## config.mk

```make
export PLATFORM = sky130hd
export DESIGN_NAME = stq_top
export DESIGN_NICKNAME = d
export VERILOG_FILES = /design/src/hw/stq_pkg.sv /design/src/hw/stq_alloc.sv /design/src/hw/stq_drain.sv /design/src/hw/stq_entry_array.sv /design/src/hw/stq_fwd.sv /design/src/hw/stq_top.sv
export VERILOG_INCLUDE_DIRS = /design/src /design/src/hw
export SDC_FILE = /design/constraint.sdc
export NUM_CORES = 2
export LEC_CHECK = 0
export ABC_AREA = 1
export BUFFER_PORTS_ARGS = -buffer_cell sky130_fd_sc_hd__buf_2
export CAP_MARGIN = 20
export CORE_MARGIN = 2
export CORE_UTILIZATION = 35
export CTS_CLUSTER_DIAMETER = 80
export DETAILED_ROUTE_END_ITERATION = 12
export HOLD_SLACK_MARGIN = 0.03
export SYNTH_ARGS = -nofsm -noshare
export SYNTH_HDL_FRONTEND = slang
export SYNTH_SLANG_ARGS = --single-unit
```

## constraint.sdc

```tcl
create_clock -name i_clk -period 15.3 [get_ports i_clk]
set_input_delay 1.53 -clock i_clk [delete_from_list [all_inputs] [get_ports i_clk]]
set_output_delay 1.53 -clock i_clk [all_outputs]
set_load 0.1 [all_outputs]
```

## src/hw/stq_params.svh

```systemverilog
// Store queue sizing and datapath width definitions
`ifndef STQ_PARAMS_SVH
`define STQ_PARAMS_SVH

// --------------------------------------------------
// Queue geometry
// --------------------------------------------------

// Number of store queue entries
`define STQ_DEPTH 8

// Entry index width, log2 of the depth
`define STQ_IDX_W 3

// --------------------------------------------------
// Datapath
// --------------------------------------------------

`define PADDR_W 32
`define DATA_W 64

// Bytes in one data word, and the byte offset width inside it
`define DATA_B_W 8
`define DW_OFF_W 3

`endif

```

## src/hw/stq_pkg.sv

```systemverilog
// Store queue types: entry state, access size, port payloads and lane helpers
`include "stq_params.svh"

package stq_pkg;

  // --------------------------------------------------
  // Encodings
  // --------------------------------------------------

  // PEND waits for commit, CMT waits for drain, DEAD is flushed
  typedef enum logic [1:0] {FREE, PEND, CMT, DEAD} stq_state_e;

  typedef enum logic [1:0] {SZ_B, SZ_H, SZ_W, SZ_D} stq_size_e;

  // --------------------------------------------------
  // Entry and port payloads
  // --------------------------------------------------

  typedef struct packed {
    stq_state_e          state;
    logic                addr_valid;
    logic                data_valid;
    stq_size_e           size;
    logic [`PADDR_W-1:0] addr;
    logic [`DATA_W-1:0]  data;
  } stq_entry_t;

  typedef struct packed {
    logic                  valid;
    logic [`STQ_IDX_W-1:0] idx;
    logic [`PADDR_W-1:0]   addr;
    stq_size_e             size;
  } stq_addr_upd_t;

  typedef struct packed {
    logic                  valid;
    logic [`STQ_IDX_W-1:0] idx;
    logic [`DATA_W-1:0]    data;
  } stq_data_upd_t;

  typedef struct packed {
    logic                 valid;
    logic [`PADDR_W-1:0]  addr;
    logic [`DATA_B_W-1:0] mask;
  } stq_fwd_req_t;

  typedef struct packed {
    logic                 valid;
    logic [`DATA_B_W-1:0] hit;
    logic [`DATA_W-1:0]   data;
    logic                 hazard;
  } stq_fwd_resp_t;

  // Doubleword address, byte lanes already placed
  typedef struct packed {
    logic [`PADDR_W-`DW_OFF_W-1:0] addr;
    logic [`DATA_B_W-1:0]          strb;
    logic [`DATA_W-1:0]            data;
  } stq_stb_req_t;

  // Byte enables of an access at the given offset
  function automatic logic [`DATA_B_W-1:0] stq_strb(stq_size_e size,
                                                    logic [`DW_OFF_W-1:0] off);
    logic [`DATA_B_W-1:0] base;
    case (size)
      SZ_B: base = 8'h01;
      SZ_H: base = 8'h03;
      SZ_W: base = 8'h0f;
      SZ_D: base = 8'hff;
    endcase
    return base << off;
  endfunction

  // Move register-aligned store data to its byte lane
  function automatic logic [`DATA_W-1:0] stq_align(logic [`DATA_W-1:0] data,
                                                   logic [`DW_OFF_W-1:0] off);
    return data << {off, 3'b000};
  endfunction

endpackage

```

## src/hw/stq_alloc.sv

```systemverilog
// Store queue pointers: tail, commit and head, with registered credit return
`timescale 1ns/1ns
`include "stq_params.svh"

module stq_alloc (
  input  logic                  i_clk,
  input  logic                  i_reset_n,
  input  logic                  i_disp_valid,
  input  logic                  i_flush,
  input  logic                  i_commit,
  input  logic                  i_release,
  output logic [`STQ_IDX_W-1:0] o_tail_idx,
  output logic [`STQ_IDX_W-1:0] o_cmt_idx,
  output logic [`STQ_IDX_W-1:0] o_head_idx,
  output logic [1:0]            o_credit_ret
);

  logic                  w_disp_ok;
  logic                  w_disp_drop;
  logic [`STQ_IDX_W-1:0] r_tail;
  logic [`STQ_IDX_W-1:0] r_cmt;
  logic [`STQ_IDX_W-1:0] r_head;
  logic [1:0]            r_credit;

  // A dispatch in a flush cycle is dropped and its credit handed back
  assign w_disp_ok   = i_disp_valid & ~i_flush;
  assign w_disp_drop = i_disp_valid & i_flush;

  always_ff @(posedge i_clk or negedge i_reset_n) begin
    if (!i_reset_n) begin
      r_tail   <= '0;
      r_cmt    <= '0;
      r_head   <= '0;
      r_credit <= '0;
    end else begin
      if (w_disp_ok) begin
        r_tail <= r_tail + 1'b1;
      end
      // Flush kills everything past the commit point
      if (i_flush) begin
        r_cmt <= r_tail;
      end else if (i_commit) begin
        r_cmt <= r_cmt + 1'b1;
      end
      if (i_release) begin
        r_head <= r_head + 1'b1;
      end
      r_credit <= {1'b0, i_release} + {1'b0, w_disp_drop};
    end
  end

  assign o_tail_idx   = r_tail;
  assign o_cmt_idx    = r_cmt;
  assign o_head_idx   = r_head;
  assign o_credit_ret = r_credit;

endmodule

```

## src/hw/stq_drain.sv

```systemverilog
// In-order drain of committed stores into the store buffer output register
`timescale 1ns/1ns
`include "stq_params.svh"

module stq_drain
  import stq_pkg::*;
(
  input  logic                        i_clk,
  input  logic                        i_reset_n,
  input  stq_entry_t [`STQ_DEPTH-1:0] i_entries,
  input  logic [`STQ_IDX_W-1:0]       i_head_idx,
  input  logic                        i_stb_ready,
  output logic                        o_release,
  output logic                        o_stb_valid,
  output stq_stb_req_t                o_stb_req
);

  stq_entry_t           w_head;
  logic                 w_head_rdy;
  logic                 w_head_dead;
  logic                 w_reg_free;
  logic                 w_load;
  logic [`DATA_B_W-1:0] w_strb;
  logic [`DATA_W-1:0]   w_data;

  logic                 r_valid;
  stq_stb_req_t         r_req;

  // --------------------------------------------------
  // Head selection
  // --------------------------------------------------
  assign w_head      = i_entries[i_head_idx];
  assign w_head_rdy  = (w_head.state == CMT) & w_head.addr_valid & w_head.data_valid;
  assign w_head_dead = (w_head.state == DEAD);

  // Register can take a new beat when empty or being accepted
  assign w_reg_free = ~r_valid | i_stb_ready;
  assign w_load     = w_head_rdy & w_reg_free;

  // Dead head leaves without a store buffer write
  assign o_release = w_load | w_head_dead;

  // Byte lanes from size and offset
  assign w_strb = stq_strb(w_head.size, w_head.addr[`DW_OFF_W-1:0]);
  assign w_data = stq_align(w_head.data, w_head.addr[`DW_OFF_W-1:0]);

  // --------------------------------------------------
  // Store buffer output register
  // --------------------------------------------------
  always_ff @(posedge i_clk or negedge i_reset_n) begin
    if (!i_reset_n) begin
      r_valid <= 1'b0;
    end else begin
      if (w_load) begin
        r_valid <= 1'b1;
      end else if (i_stb_ready) begin
        r_valid <= 1'b0;
      end
    end
  end

  // Held while ready is low
  always_ff @(posedge i_clk) begin
    if (w_load) begin
      r_req.addr <= w_head.addr[`PADDR_W-1:`DW_OFF_W];
      r_req.strb <= w_strb;
      r_req.data <= w_data;
    end
  end

  assign o_stb_valid = r_valid;
  assign o_stb_req   = r_req;

endmodule

```

## src/hw/stq_entry_array.sv

```systemverilog
// Store queue entry storage with per-entry state machine and field capture
`timescale 1ns/1ns
`include "stq_params.svh"

module stq_entry_array
  import stq_pkg::*;
(
  input  logic                               i_clk,
  input  logic                               i_reset_n,
  input  logic                               i_disp_valid,
  input  logic                               i_flush,
  input  logic [`STQ_IDX_W-1:0]              i_tail_idx,
  input  logic [`STQ_IDX_W-1:0]              i_cmt_idx,
  input  logic                               i_commit,
  input  logic                               i_release,
  input  logic [`STQ_IDX_W-1:0]              i_head_idx,
  input  stq_addr_upd_t                      i_addr_upd,
  input  stq_data_upd_t                      i_data_upd,
  output stq_entry_t [`STQ_DEPTH-1:0]        o_entries
);

  logic w_disp_ok;

  assign w_disp_ok = i_disp_valid & ~i_flush;

  for (genvar s = 0; s < `STQ_DEPTH; s++) begin : g_entry
    localparam logic [`STQ_IDX_W-1:0] IDX = s;

    stq_state_e          r_state;
    logic                r_addr_valid;
    logic                r_data_valid;
    stq_size_e           r_size;
    logic [`PADDR_W-1:0] r_addr;
    logic [`DATA_W-1:0]  r_data;

    logic w_alloc;
    logic w_cmt_hit;
    logic w_rel_hit;
    logic w_addr_hit;
    logic w_data_hit;

    // Index decode for this slot
    assign w_alloc    = w_disp_ok & (i_tail_idx == IDX);
    assign w_cmt_hit  = i_commit & (i_cmt_idx == IDX);
    assign w_rel_hit  = i_release & (i_head_idx == IDX);
    assign w_addr_hit = i_addr_upd.valid & (i_addr_upd.idx == IDX);
    assign w_data_hit = i_data_upd.valid & (i_data_upd.idx == IDX);

    // ------------------------------------------------
    // Entry state
    // ------------------------------------------------
    always_ff @(posedge i_clk or negedge i_reset_n) begin
      if (!i_reset_n) begin
        r_state      <= FREE;
        r_addr_valid <= 1'b0;
        r_data_valid <= 1'b0;
      end else begin
        case (r_state)
          FREE: begin
            if (w_alloc) begin
              r_state <= PEND;
            end
          end
          PEND: begin
            // Commit wins over a flush in the same cycle
            if (w_cmt_hit) begin
              r_state <= CMT;
            end else if (i_flush) begin
              r_state <= DEAD;
            end
          end
          CMT, DEAD: begin
            if (w_rel_hit) begin
              r_state <= FREE;
            end
          end
        endcase

        if (w_alloc) begin
          r_addr_valid <= 1'b0;
        end else if (w_addr_hit) begin
          r_addr_valid <= 1'b1;
        end

        if (w_alloc) begin
          r_data_valid <= 1'b0;
        end else if (w_data_hit) begin
          r_data_valid <= 1'b1;
        end
      end
    end

    // ------------------------------------------------
    // Payload capture
    // ------------------------------------------------
    always_ff @(posedge i_clk) begin
      if (w_addr_hit) begin
        r_addr <= i_addr_upd.addr;
        r_size <= i_addr_upd.size;
      end
      if (w_data_hit) begin
        r_data <= i_data_upd.data;
      end
    end

    assign o_entries[s] = '{state:      r_state,
                            addr_valid: r_addr_valid,
                            data_valid: r_data_valid,
                            size:       r_size,
                            addr:       r_addr,
                            data:       r_data};
  end

endmodule

```

## src/hw/stq_fwd.sv

```systemverilog
// Store-to-load forwarding: per-byte youngest older store, registered answer
`timescale 1ns/1ns
`include "stq_params.svh"

module stq_fwd
  import stq_pkg::*;
(
  input  logic                        i_clk,
  input  logic                        i_reset_n,
  input  stq_entry_t [`STQ_DEPTH-1:0] i_entries,
  input  logic [`STQ_IDX_W-1:0]       i_head_idx,
  input  stq_fwd_req_t                i_fwd_req,
  output stq_fwd_resp_t               o_fwd_resp
);

  logic [`STQ_DEPTH-1:0] w_cand;
  logic [`DATA_B_W-1:0]  w_strb    [`STQ_DEPTH];
  logic [`DATA_W-1:0]    w_aligned [`STQ_DEPTH];
  logic [`DATA_B_W-1:0]  w_hit;
  logic [`DATA_B_W-1:0]  w_pend;
  logic [`DATA_W-1:0]    w_data;

  logic                  r_valid;
  logic [`DATA_B_W-1:0]  r_hit;
  logic                  r_hazard;
  logic [`DATA_W-1:0]    r_data;

  // Live entry with a known address in the queried doubleword
  for (genvar s = 0; s < `STQ_DEPTH; s++) begin : g_cand
    assign w_cand[s] = ((i_entries[s].state == PEND) | (i_entries[s].state == CMT)) &
                       i_entries[s].addr_valid &
                       (i_entries[s].addr[`PADDR_W-1:`DW_OFF_W] ==
                        i_fwd_req.addr[`PADDR_W-1:`DW_OFF_W]);
    assign w_strb[s]    = stq_strb(i_entries[s].size, i_entries[s].addr[`DW_OFF_W-1:0]);
    assign w_aligned[s] = stq_align(i_entries[s].data, i_entries[s].addr[`DW_OFF_W-1:0]);
  end

  // Walk oldest to youngest from the head, so the last match per byte wins
  always_comb begin
    logic [`STQ_IDX_W-1:0] idx;
    w_hit  = '0;
    w_pend = '0;
    w_data = '0;
    for (int b = 0; b < `DATA_B_W; b++) begin
      for (int k = 0; k < `STQ_DEPTH; k++) begin
        idx = i_head_idx + k[`STQ_IDX_W-1:0];
        if (w_cand[idx] & w_strb[idx][b] & i_fwd_req.mask[b]) begin
          w_hit[b]         = i_entries[idx].data_valid;
          w_pend[b]        = ~i_entries[idx].data_valid;
          w_data[b*8 +: 8] = i_entries[idx].data_valid ? w_aligned[idx][b*8 +: 8] : 8'h00;
        end
      end
    end
  end

  // --------------------------------------------------
  // Response register
  // --------------------------------------------------
  always_ff @(posedge i_clk or negedge i_reset_n) begin
    if (!i_reset_n) begin
      r_valid  <= 1'b0;
      r_hit    <= '0;
      r_hazard <= 1'b0;
    end else begin
      r_valid  <= i_fwd_req.valid;
      r_hit    <= w_hit & {`DATA_B_W{i_fwd_req.valid}};
      r_hazard <= i_fwd_req.valid & (|w_pend);
    end
  end

  always_ff @(posedge i_clk) begin
    r_data <= w_data;
  end

  assign o_fwd_resp = '{valid: r_valid, hit: r_hit, data: r_data, hazard: r_hazard};

endmodule

```

## src/hw/stq_top.sv

```systemverilog
// Store queue top level: allocation, entry array, forwarding and drain
`timescale 1ns/1ns
`include "stq_params.svh"

module stq_top
  import stq_pkg::*;
(
  input  logic                  i_clk,
  input  logic                  i_reset_n,

  // Dispatch and credit return
  input  logic                  i_disp_valid,
  output logic [`STQ_IDX_W-1:0] o_disp_idx,
  output logic [1:0]            o_credit_ret,

  // Pipeline updates and commit
  input  stq_addr_upd_t         i_addr_upd,
  input  stq_data_upd_t         i_data_upd,
  input  logic                  i_commit,
  input  logic                  i_flush,

  // Load forwarding query
  input  stq_fwd_req_t          i_fwd_req,
  output stq_fwd_resp_t         o_fwd_resp,

  // Store buffer write
  output logic                  o_stb_valid,
  output stq_stb_req_t          o_stb_req,
  input  logic                  i_stb_ready
);

  logic [`STQ_IDX_W-1:0]       w_tail_idx;
  logic [`STQ_IDX_W-1:0]       w_cmt_idx;
  logic [`STQ_IDX_W-1:0]       w_head_idx;
  logic                        w_release;
  stq_entry_t [`STQ_DEPTH-1:0] w_entries;

  // New store goes to the tail slot
  assign o_disp_idx = w_tail_idx;

  stq_alloc u_alloc (
    .i_clk        (i_clk),
    .i_reset_n    (i_reset_n),
    .i_disp_valid (i_disp_valid),
    .i_flush      (i_flush),
    .i_commit     (i_commit),
    .i_release    (w_release),
    .o_tail_idx   (w_tail_idx),
    .o_cmt_idx    (w_cmt_idx),
    .o_head_idx   (w_head_idx),
    .o_credit_ret (o_credit_ret)
  );

  stq_entry_array u_entry_array (
    .i_clk        (i_clk),
    .i_reset_n    (i_reset_n),
    .i_disp_valid (i_disp_valid),
    .i_flush      (i_flush),
    .i_tail_idx   (w_tail_idx),
    .i_cmt_idx    (w_cmt_idx),
    .i_commit     (i_commit),
    .i_release    (w_release),
    .i_head_idx   (w_head_idx),
    .i_addr_upd   (i_addr_upd),
    .i_data_upd   (i_data_upd),
    .o_entries    (w_entries)
  );

  stq_fwd u_fwd (
    .i_clk      (i_clk),
    .i_reset_n  (i_reset_n),
    .i_entries  (w_entries),
    .i_head_idx (w_head_idx),
    .i_fwd_req  (i_fwd_req),
    .o_fwd_resp (o_fwd_resp)
  );

  stq_drain u_drain (
    .i_clk       (i_clk),
    .i_reset_n   (i_reset_n),
    .i_entries   (w_entries),
    .i_head_idx  (w_head_idx),
    .i_stb_ready (i_stb_ready),
    .o_release   (w_release),
    .o_stb_valid (o_stb_valid),
    .o_stb_req   (o_stb_req)
  );

endmodule

```

Yosys cells after proc, flatten, opt, wreduce, memory -nomap -nowiden
Cells that the tools add are included.
Widths: inputs -> output; s select.
- bitwise gates (word level): 219
- equality and inequality tests: 120
- multiplexer cells: 414
- div/mod/pow operators: 0
- add/subtract/negate cells: 10
- multiply operators: 0
- order comparisons: 16
- shift operators: 18
- reductions and logical operators: 57
- operators by type and width (operator ; count):
    $bmux 102 s3 ; 8
    $bmux 64 s3 ; 8
    $mux 8 ; 144
    $mux 64 ; 16
    $mux 99 ; 7
    $shl 64x6->64 ; 9
    $pmux 8 s4 ; 9
    $eq 29x29->1 ; 8
    $bmux 8 s3 ; 8
    $and 1x1->1 ; 190
    $mux 1 ; 170
    $mux 102 ; 1
    $eq 2x2->1 const B ; 36
    $shl 8x3->8 ; 9
    $eq 3x3->1 const B ; 20
    $mux 2 ; 25
    $pmux 2 s3 ; 8
    $reduce_bool 2->1 ; 18
    $eq 2x1->1 const B ; 17
    $logic_not 2->1 ; 17
    $ge 4x4->1 const B ; 8
    $lt 3x4->1 const B ; 8
    $ne 2x1->1 const B ; 16
    $not 3->4 ; 8
    other kinds (16) ; 86
- memories kept: 0
- bits in latches: 0
- ROM bits: 0
- bits in writable memories: 0
- input bits: 153
- flip-flop bits (word level): 1003

Depth between registers and ports, before layout
- depth in word-level cells: 18
- mapped depth: 35
- gate-level depth less buffers: 31

Cells and area by module
A second synthesis with hierarchy kept.
- cells, all modules: 13742
- area total of the unflattened synthesis: 87958.1 um^2
- by module, submodules not included (module ; area each (um^2) ; instances ; cells each):
    stq_fwd ; 47150.2 ; 1 ; 9759
    stq_entry_array ; 25567.0 ; 1 ; 1085
    stq_drain ; 14692.8 ; 1 ; 2840
    stq_alloc ; 548.0 ; 1 ; 58

Least setup slack after synthesis
Ideal clock, no wire load.
- path kind: register to register
- from: register u_alloc.r_head[0], in the netlist u_alloc.o_head_idx[0]
- to: register u_entry_array.g_entry[0].r_state[0]
- setup slack: 10.016 ns
- cell stages (with the launch flop): 18
- data arrival time: 5.155 ns
- period minus slack after synthesis: 5.284 ns
- data required time: 15.171 ns
- cells stage by stage: dfrtp_1 buf_6 buf_6 buf_4 buf_6 buf_2 o21ai_0 nand4_1 nor3_1 nand4_1 nor2_2 inv_2 nand2_4 inv_6 o31ai_4 o221ai_2 nor2_1 a21oi_1
- longest elaborated chain between the ends: 10
- RTL lines (item ; line ; text):
    from (decl) ; stq_alloc.sv:22 ; logic [`STQ_IDX_W-1:0] r_head;
    from (signal assigned) ; stq_alloc.sv:46 ; r_head <= r_head + 1'b1;
    $bmux 102 s3 * ; stq_drain.sv:32 ; assign w_head = i_entries[i_head_idx];
    $mux 102 * ; -- ;
    $eq 2x2->1 ; stq_drain.sv:33 ; assign w_head_rdy = (w_head.state == CMT) & w_head.addr_valid & w_head.data_valid;
    $and 1x1->1 ; stq_drain.sv:33 ;
    $and 1x1->1 * ; stq_drain.sv:33 ;
    $and 1x1->1 * ; stq_drain.sv:38 ; assign w_load = w_head_rdy & w_reg_free;
    net u_drain.w_load ; stq_drain.sv:22 ; logic w_load;
    $or 1x1->1 * ; stq_drain.sv:41 ; assign o_release = w_load | w_head_dead;
    net u_alloc.i_release ; stq_alloc.sv:11 ; input logic i_release,
    $and 1x1->1 * ; stq_entry_array.sv:45 ; assign w_rel_hit = i_release & (i_head_idx == IDX);
    $ne 2x1->1 (no line) * ; -- ;
    $reduce_and 3->1 (no line) * ; -- ;
    to (signal assigned) ; stq_entry_array.sv:54 ; r_state <= FREE;
    to (signal assigned) ; stq_entry_array.sv:61 ; r_state <= PEND;
    to (signal assigned) ; stq_entry_array.sv:67 ; r_state <= CMT;
    to (decl) ; stq_entry_array.sv:29 ; stq_state_e r_state;
Mark *: on every way through the listed nets, which the timed path passes. The rest lies on a longest branch. The select of a mux whose other input is x is not followed.
A chain may end at the register's enable or synchronous reset.

Worst setup path in the final report
- from: register u_alloc.r_head[0], in the netlist u_alloc.o_head_idx[0]
- to: register u_fwd.r_data[55]
- longest elaborated chain between the ends: 14
- RTL lines (item ; line ; text):
    $add 3x1->3 / $not 3->4 (equally long branches) ; stq_fwd.sv:46, stq_fwd.sv:47, stq_fwd.sv:50 ;
    $not 3->4 (implied by the code) / $bmux 8 s3 (equally long branches) ; stq_fwd.sv:47, stq_fwd.sv:50 ;
    $bmux 8 s3 / $mux 8 (equally long branches) ; -- ;
    $mux 8 ; -- ;
    $mux 8 (implied by the code) / $and 1x1->1 (equally long branches) ; stq_fwd.sv:47 ; if (w_cand[idx] & w_strb[idx][b] & i_fwd_req.mask[b]) begin
    $and 1x1->1 ; stq_fwd.sv:47 ;
    $and 1x1->1 / $mux 8 (equally long branches) ; stq_fwd.sv:47 ;
    $mux 8 (6 in a row) ; stq_fwd.sv:47 ;
    $mux 8 * ; stq_fwd.sv:47 ;
    net u_fwd.w_data[55] ; stq_fwd.sv:21 ; logic [`DATA_W-1:0] w_data;
    to (signal assigned) ; stq_fwd.sv:72 ; r_data <= w_data;
    to (decl) ; stq_fwd.sv:26 ; logic [`DATA_W-1:0] r_data;
Marked as above.

==> run metrics <==
Core Area=225,000 um^2; Setup Viol. Count Final=0; Synth Flop Type=edfxtp_1; Initial Util=0.352; Final Hold Viols=0; clk buf depth=3; total of max-cap violations=0; Hold Path Sink=u_entry_array.g_entry[5].r_data_valid; final wirelength=around 560 mm; critical path class=reg -> reg; mux cell area share after synthesis=0.0241; Worst Hold Depth=2; Peak Freq=138 MHz; post-synthesis simple-gate area fraction=0.284; mapped cell area=around 79,000 um^2; Slew @ Worst Pin=between 1 and 1.5 ns; Worst Hold Launch=u_entry_array.g_entry[5].r_data_valid; PostCTS Resize Cnt=0; top sig layer=met5; clk sinks=roughly 1,000; setup bufs post-CTS=0; Filler Cell Count=24,300; Slew HR=0.0220; CTS tree=done; Synth Area in Compound Gates=0.213; PwrDens=253 nW/um^2; clk slew on worst S/H paths=~0.06 ns; largest net degree at the start of global routing=~170; I/O pins=between 300 and 400; Area Growth Syn to Fin=11.1%; Core Rows=between 150 and 200; Peak VDD IR=about 250 uV; fin area=between 80,000 and 90,000 um^2; vias in the first global route=a little under 80,000; worst r2r src=u_alloc.o_head_idx[0]; Hold/Removal Path Class=reg -> reg; R2R depth=21; sequential-to-total area share from yosys stat=0.370; WL met2=between 200 and 250 mm; count of state elements after synthesis=between 1,000 and 1,500; largest family of logic cells by synthesized area=simple AND/OR/NAND/NOR gates; routed len/inst=38.5 um; mean post-synth cell area=between 6 and 7 um^2; crit path time final=about 7.3 ns; M1 WL=about 220 mm; type of origin of the critical path=flip-flop; status=finished clean; Syn Nets=11,700; GR Overflow Total=0; H-tree lvl count=3; Synth Area in Adders=0.00951; DIE HEIGHT=479 um; critical path data required time=15.92 ns; initial antenna violation count=79; antenna-violating nets left=0; Die X=~480 um; FFs w/ async S/R, synth=0.0538; HPWL Detailed=443 mm; drt first-iter violations=between 15,000 and 20,000; RSZ-0062 raised after global routing=no; Via density=between 6 and 7; unique cell type count in the Yosys netlist=81; layout cells sized above 1=0.0966; R2R Setup Slk=about 8.0 ns; final worst path period share=0.474; Post-synth EDFFs=around 890; detailed-routed wire length on met3=~90 mm; clk_lat worst skew=between 0.8 and 0.9 ns; placed cell area=roughly 83,000 um^2; routed vias=91,300; Layout Skew=0.0498 ns; Post-Synth XOR/XNOR Area=0.00789; Crit. End Element=flip-flop; leakage=about 37 nW; Final Power=around 22 mW; Port Buffer Count=330; first-pass GRT wire length=about 730 mm; DRC viols=0; Die ar.=around 230,000 um^2; fin. max-slew vios=0; First-pass DRT Iterations=7; worst-path fanout max=between 100 and 150; CP arrival=roughly 7.9 ns; CTS Hold Bufs=0; CTS buffer count=120; GR Util All Layers=0.471; R2R Path End=u_fwd.r_data[55]; Clock Root Buffer=clkbuf_16; Placer Congestion=approximately 1.1; WHS=slightly above 0.5 ns; Util after Layout=0.391; YS warnings=0; gate count of the mapped netlist=about 12,000; Final nets=approximately 12,000; Final TNS setup=0 ns
area by class of cell:
type / instances / area [um^2] / area share
timing repair buffer: 632 / 4040 / 0.0460
multi-input combinational: 8815 / 42700 / 0.487
inverter: 954 / 3660 / 0.0417
tap: 2992 / 3740 / 0.0427
antenna: 47 / 118 / 0.00134
clock buffer: 140 / 3230 / 0.0368
sequential: 1003 / 29200 / 0.333
clock inverter: 86 / 1010 / 0.0115
synth_stat cells, types with 8 or more instances:
cell | instances | area share
o211ai_1 | 202 | 0.019
xnor2_1 | 55 | 0.0061
nand3_1 | 609 | 0.039
o21ai_2 | 8 | 0.00089
nand2_1 | 3865 | 0.18
nor2_2 | 22 | 0.0017
nand3_2 | 8 | 0.0010
a21oi_1 | 448 | 0.028
buf_1 | 95 | 0.0045
o221ai_1 | 23 | 0.0026
inv_2 | 64 | 0.0030
o21ai_1 | 173 | 0.011
buf_6 | 27 | 0.0038
dfxtp_1 | 64 | 0.016
buf_2 | 302 | 0.019
o32ai_1 | 8 | 0.00089
o2111ai_1 | 34 | 0.0038
o31ai_1 | 11 | 0.0010
nor3_1 | 28 | 0.0018
o21a_1 | 30 | 0.0029
nor2_4 | 13 | 0.0019
buf_4 | 62 | 0.0059
and2_1 | 18 | 0.0014
inv_4 | 13 | 0.0010
a31oi_1 | 127 | 0.010
dfrtp_1 | 54 | 0.017
o22ai_1 | 150 | 0.012
nand4_1 | 86 | 0.0068
a22oi_1 | 90 | 0.0086
clkbuf_1 | 265 | 0.013
edfxtp_1 | 885 | 0.34
a211oi_1 | 36 | 0.0034
ha_1 | 60 | 0.0095
xor2_1 | 13 | 0.0014
mux2i_1 | 190 | 0.024
nand2_2 | 20 | 0.0016
or2_2 | 45 | 0.0036
inv_1 | 868 | 0.041
nor2_1 | 762 | 0.036
o21ai_0 | 1584 | 0.10
registers in the layout, summed over array words and instances, names as in the netlist, 8 cells and up:
register                            count
u_drain.o_stb_req                     101
u_entry_array.g_entry.r_state          16
u_entry_array.g_entry.r_data          512
u_entry_array.g_entry.r_addr_valid      8
u_fwd.r_data                           64
u_entry_array.g_entry.r_addr          256
u_entry_array.g_entry.r_data_valid      8
u_entry_array.g_entry.r_size           16
u_fwd.r_hit                             8
cells by family (layout without fill, tap and decap cells):
family / Yosys count / count (layout)
simple gates: 5516 / 5516
compound gates: 2980 / 2980
buf+inv: 1706 / 1812
flops: 1003 / 1003
mux: 190 / 190
xor+xnor: 69 / 69
fa+ha+maj: 60 / 60
other cells: 0 / 47
through the flow:
step                worst slack [ns]  std cells
floorplan                      10.02      11500
global placement                8.30      14400
detailed placement              8.31      14400
CTS                             8.41      14600
global route                    8.05      14600
finish                          8.05      14700
power breakdown:
group          total (mW)  internal [mW]  switching, mW
Combinational        15.5           3.08           12.4
Sequential           3.58           3.38          0.199
Clock                3.14           1.79           1.34
Total                22.2           8.25           14.0
layout by cell type (no fill, tap or decap), drive strengths merged, types with 3 or more instances in the layout:
| cell | n |
|---|---|
| nor3 | 38 |
| o32ai | 8 |
| diode | 47 |
| nand2 | 3892 |
| xor2 | 14 |
| nand3b | 4 |
| a31oi | 127 |
| o21ai | 1765 |
| o221ai | 29 |
| o22ai | 150 |
| bufinv | 16 |
| and2 | 19 |
| a221oi | 6 |
| dfxtp | 64 |
| clkbuf | 145 |
| buf | 627 |
| o211ai | 203 |
| a32oi | 3 |
| or2 | 49 |
| dfrtp | 54 |
| nand4 | 92 |
| a21boi | 5 |
| clkinv | 56 |
| o21a | 30 |
| xnor2 | 55 |
| mux2i | 190 |
| o31ai | 17 |
| edfxtp | 885 |
| a22oi | 90 |
| nand3 | 620 |
| inv | 961 |
| clkinvlp | 7 |
| ha | 60 |
| o311ai | 5 |
| nor2 | 798 |
| a21oi | 455 |
| o2111ai | 34 |
| a211oi | 36 |
worst max path at each step:
stage                                     start                                   to  depth (start not counted)
after global routing      u_alloc.o_head_idx[0]                     u_fwd.r_data[55]                         21
after detailed placement          i_fwd_req[38]                     u_fwd.r_data[55]                         19
after floorplan           u_alloc.o_head_idx[0]  u_entry_array.g_entry[0].r_state[0]                         17
after global placement            i_fwd_req[38]                     u_fwd.r_data[55]                         19
final                     u_alloc.o_head_idx[0]                     u_fwd.r_data[55]                         21
after CTS                 u_alloc.o_head_idx[0]                     u_fwd.r_data[55]                         21
critical path: stages, from the launching register on:
cell and delay (ns):
dfrtp_4 0.70, buf_4 0.70, inv_16 0.31, ha_4 0.45, buf_4 0.69, buf_4 0.72
nand2_1 0.21, nand2_1 0.15, nand2_1 0.09, nand2_4 0.30, nand2_1 0.11, inv_2 0.25
nand2_1 0.27, inv_2 0.33, o211ai_1 0.15, nand2_1 0.09, nand2_1 0.05, a21oi_1 0.14
o21ai_1 0.08, nand2_1 0.06, nand3_1 0.09, a21oi_1 0.93
routing by layer:
metal | vias to the layer above | track usage
li1 | 39000 | -
met1 | 43700 | 0.632
met2 | 7378 | 0.619
met3 | 1219 | 0.203
met4 | 36 | 0.279
met5 | - | 0.00394
Note: power is estimated with default switching activity, not from simulation.
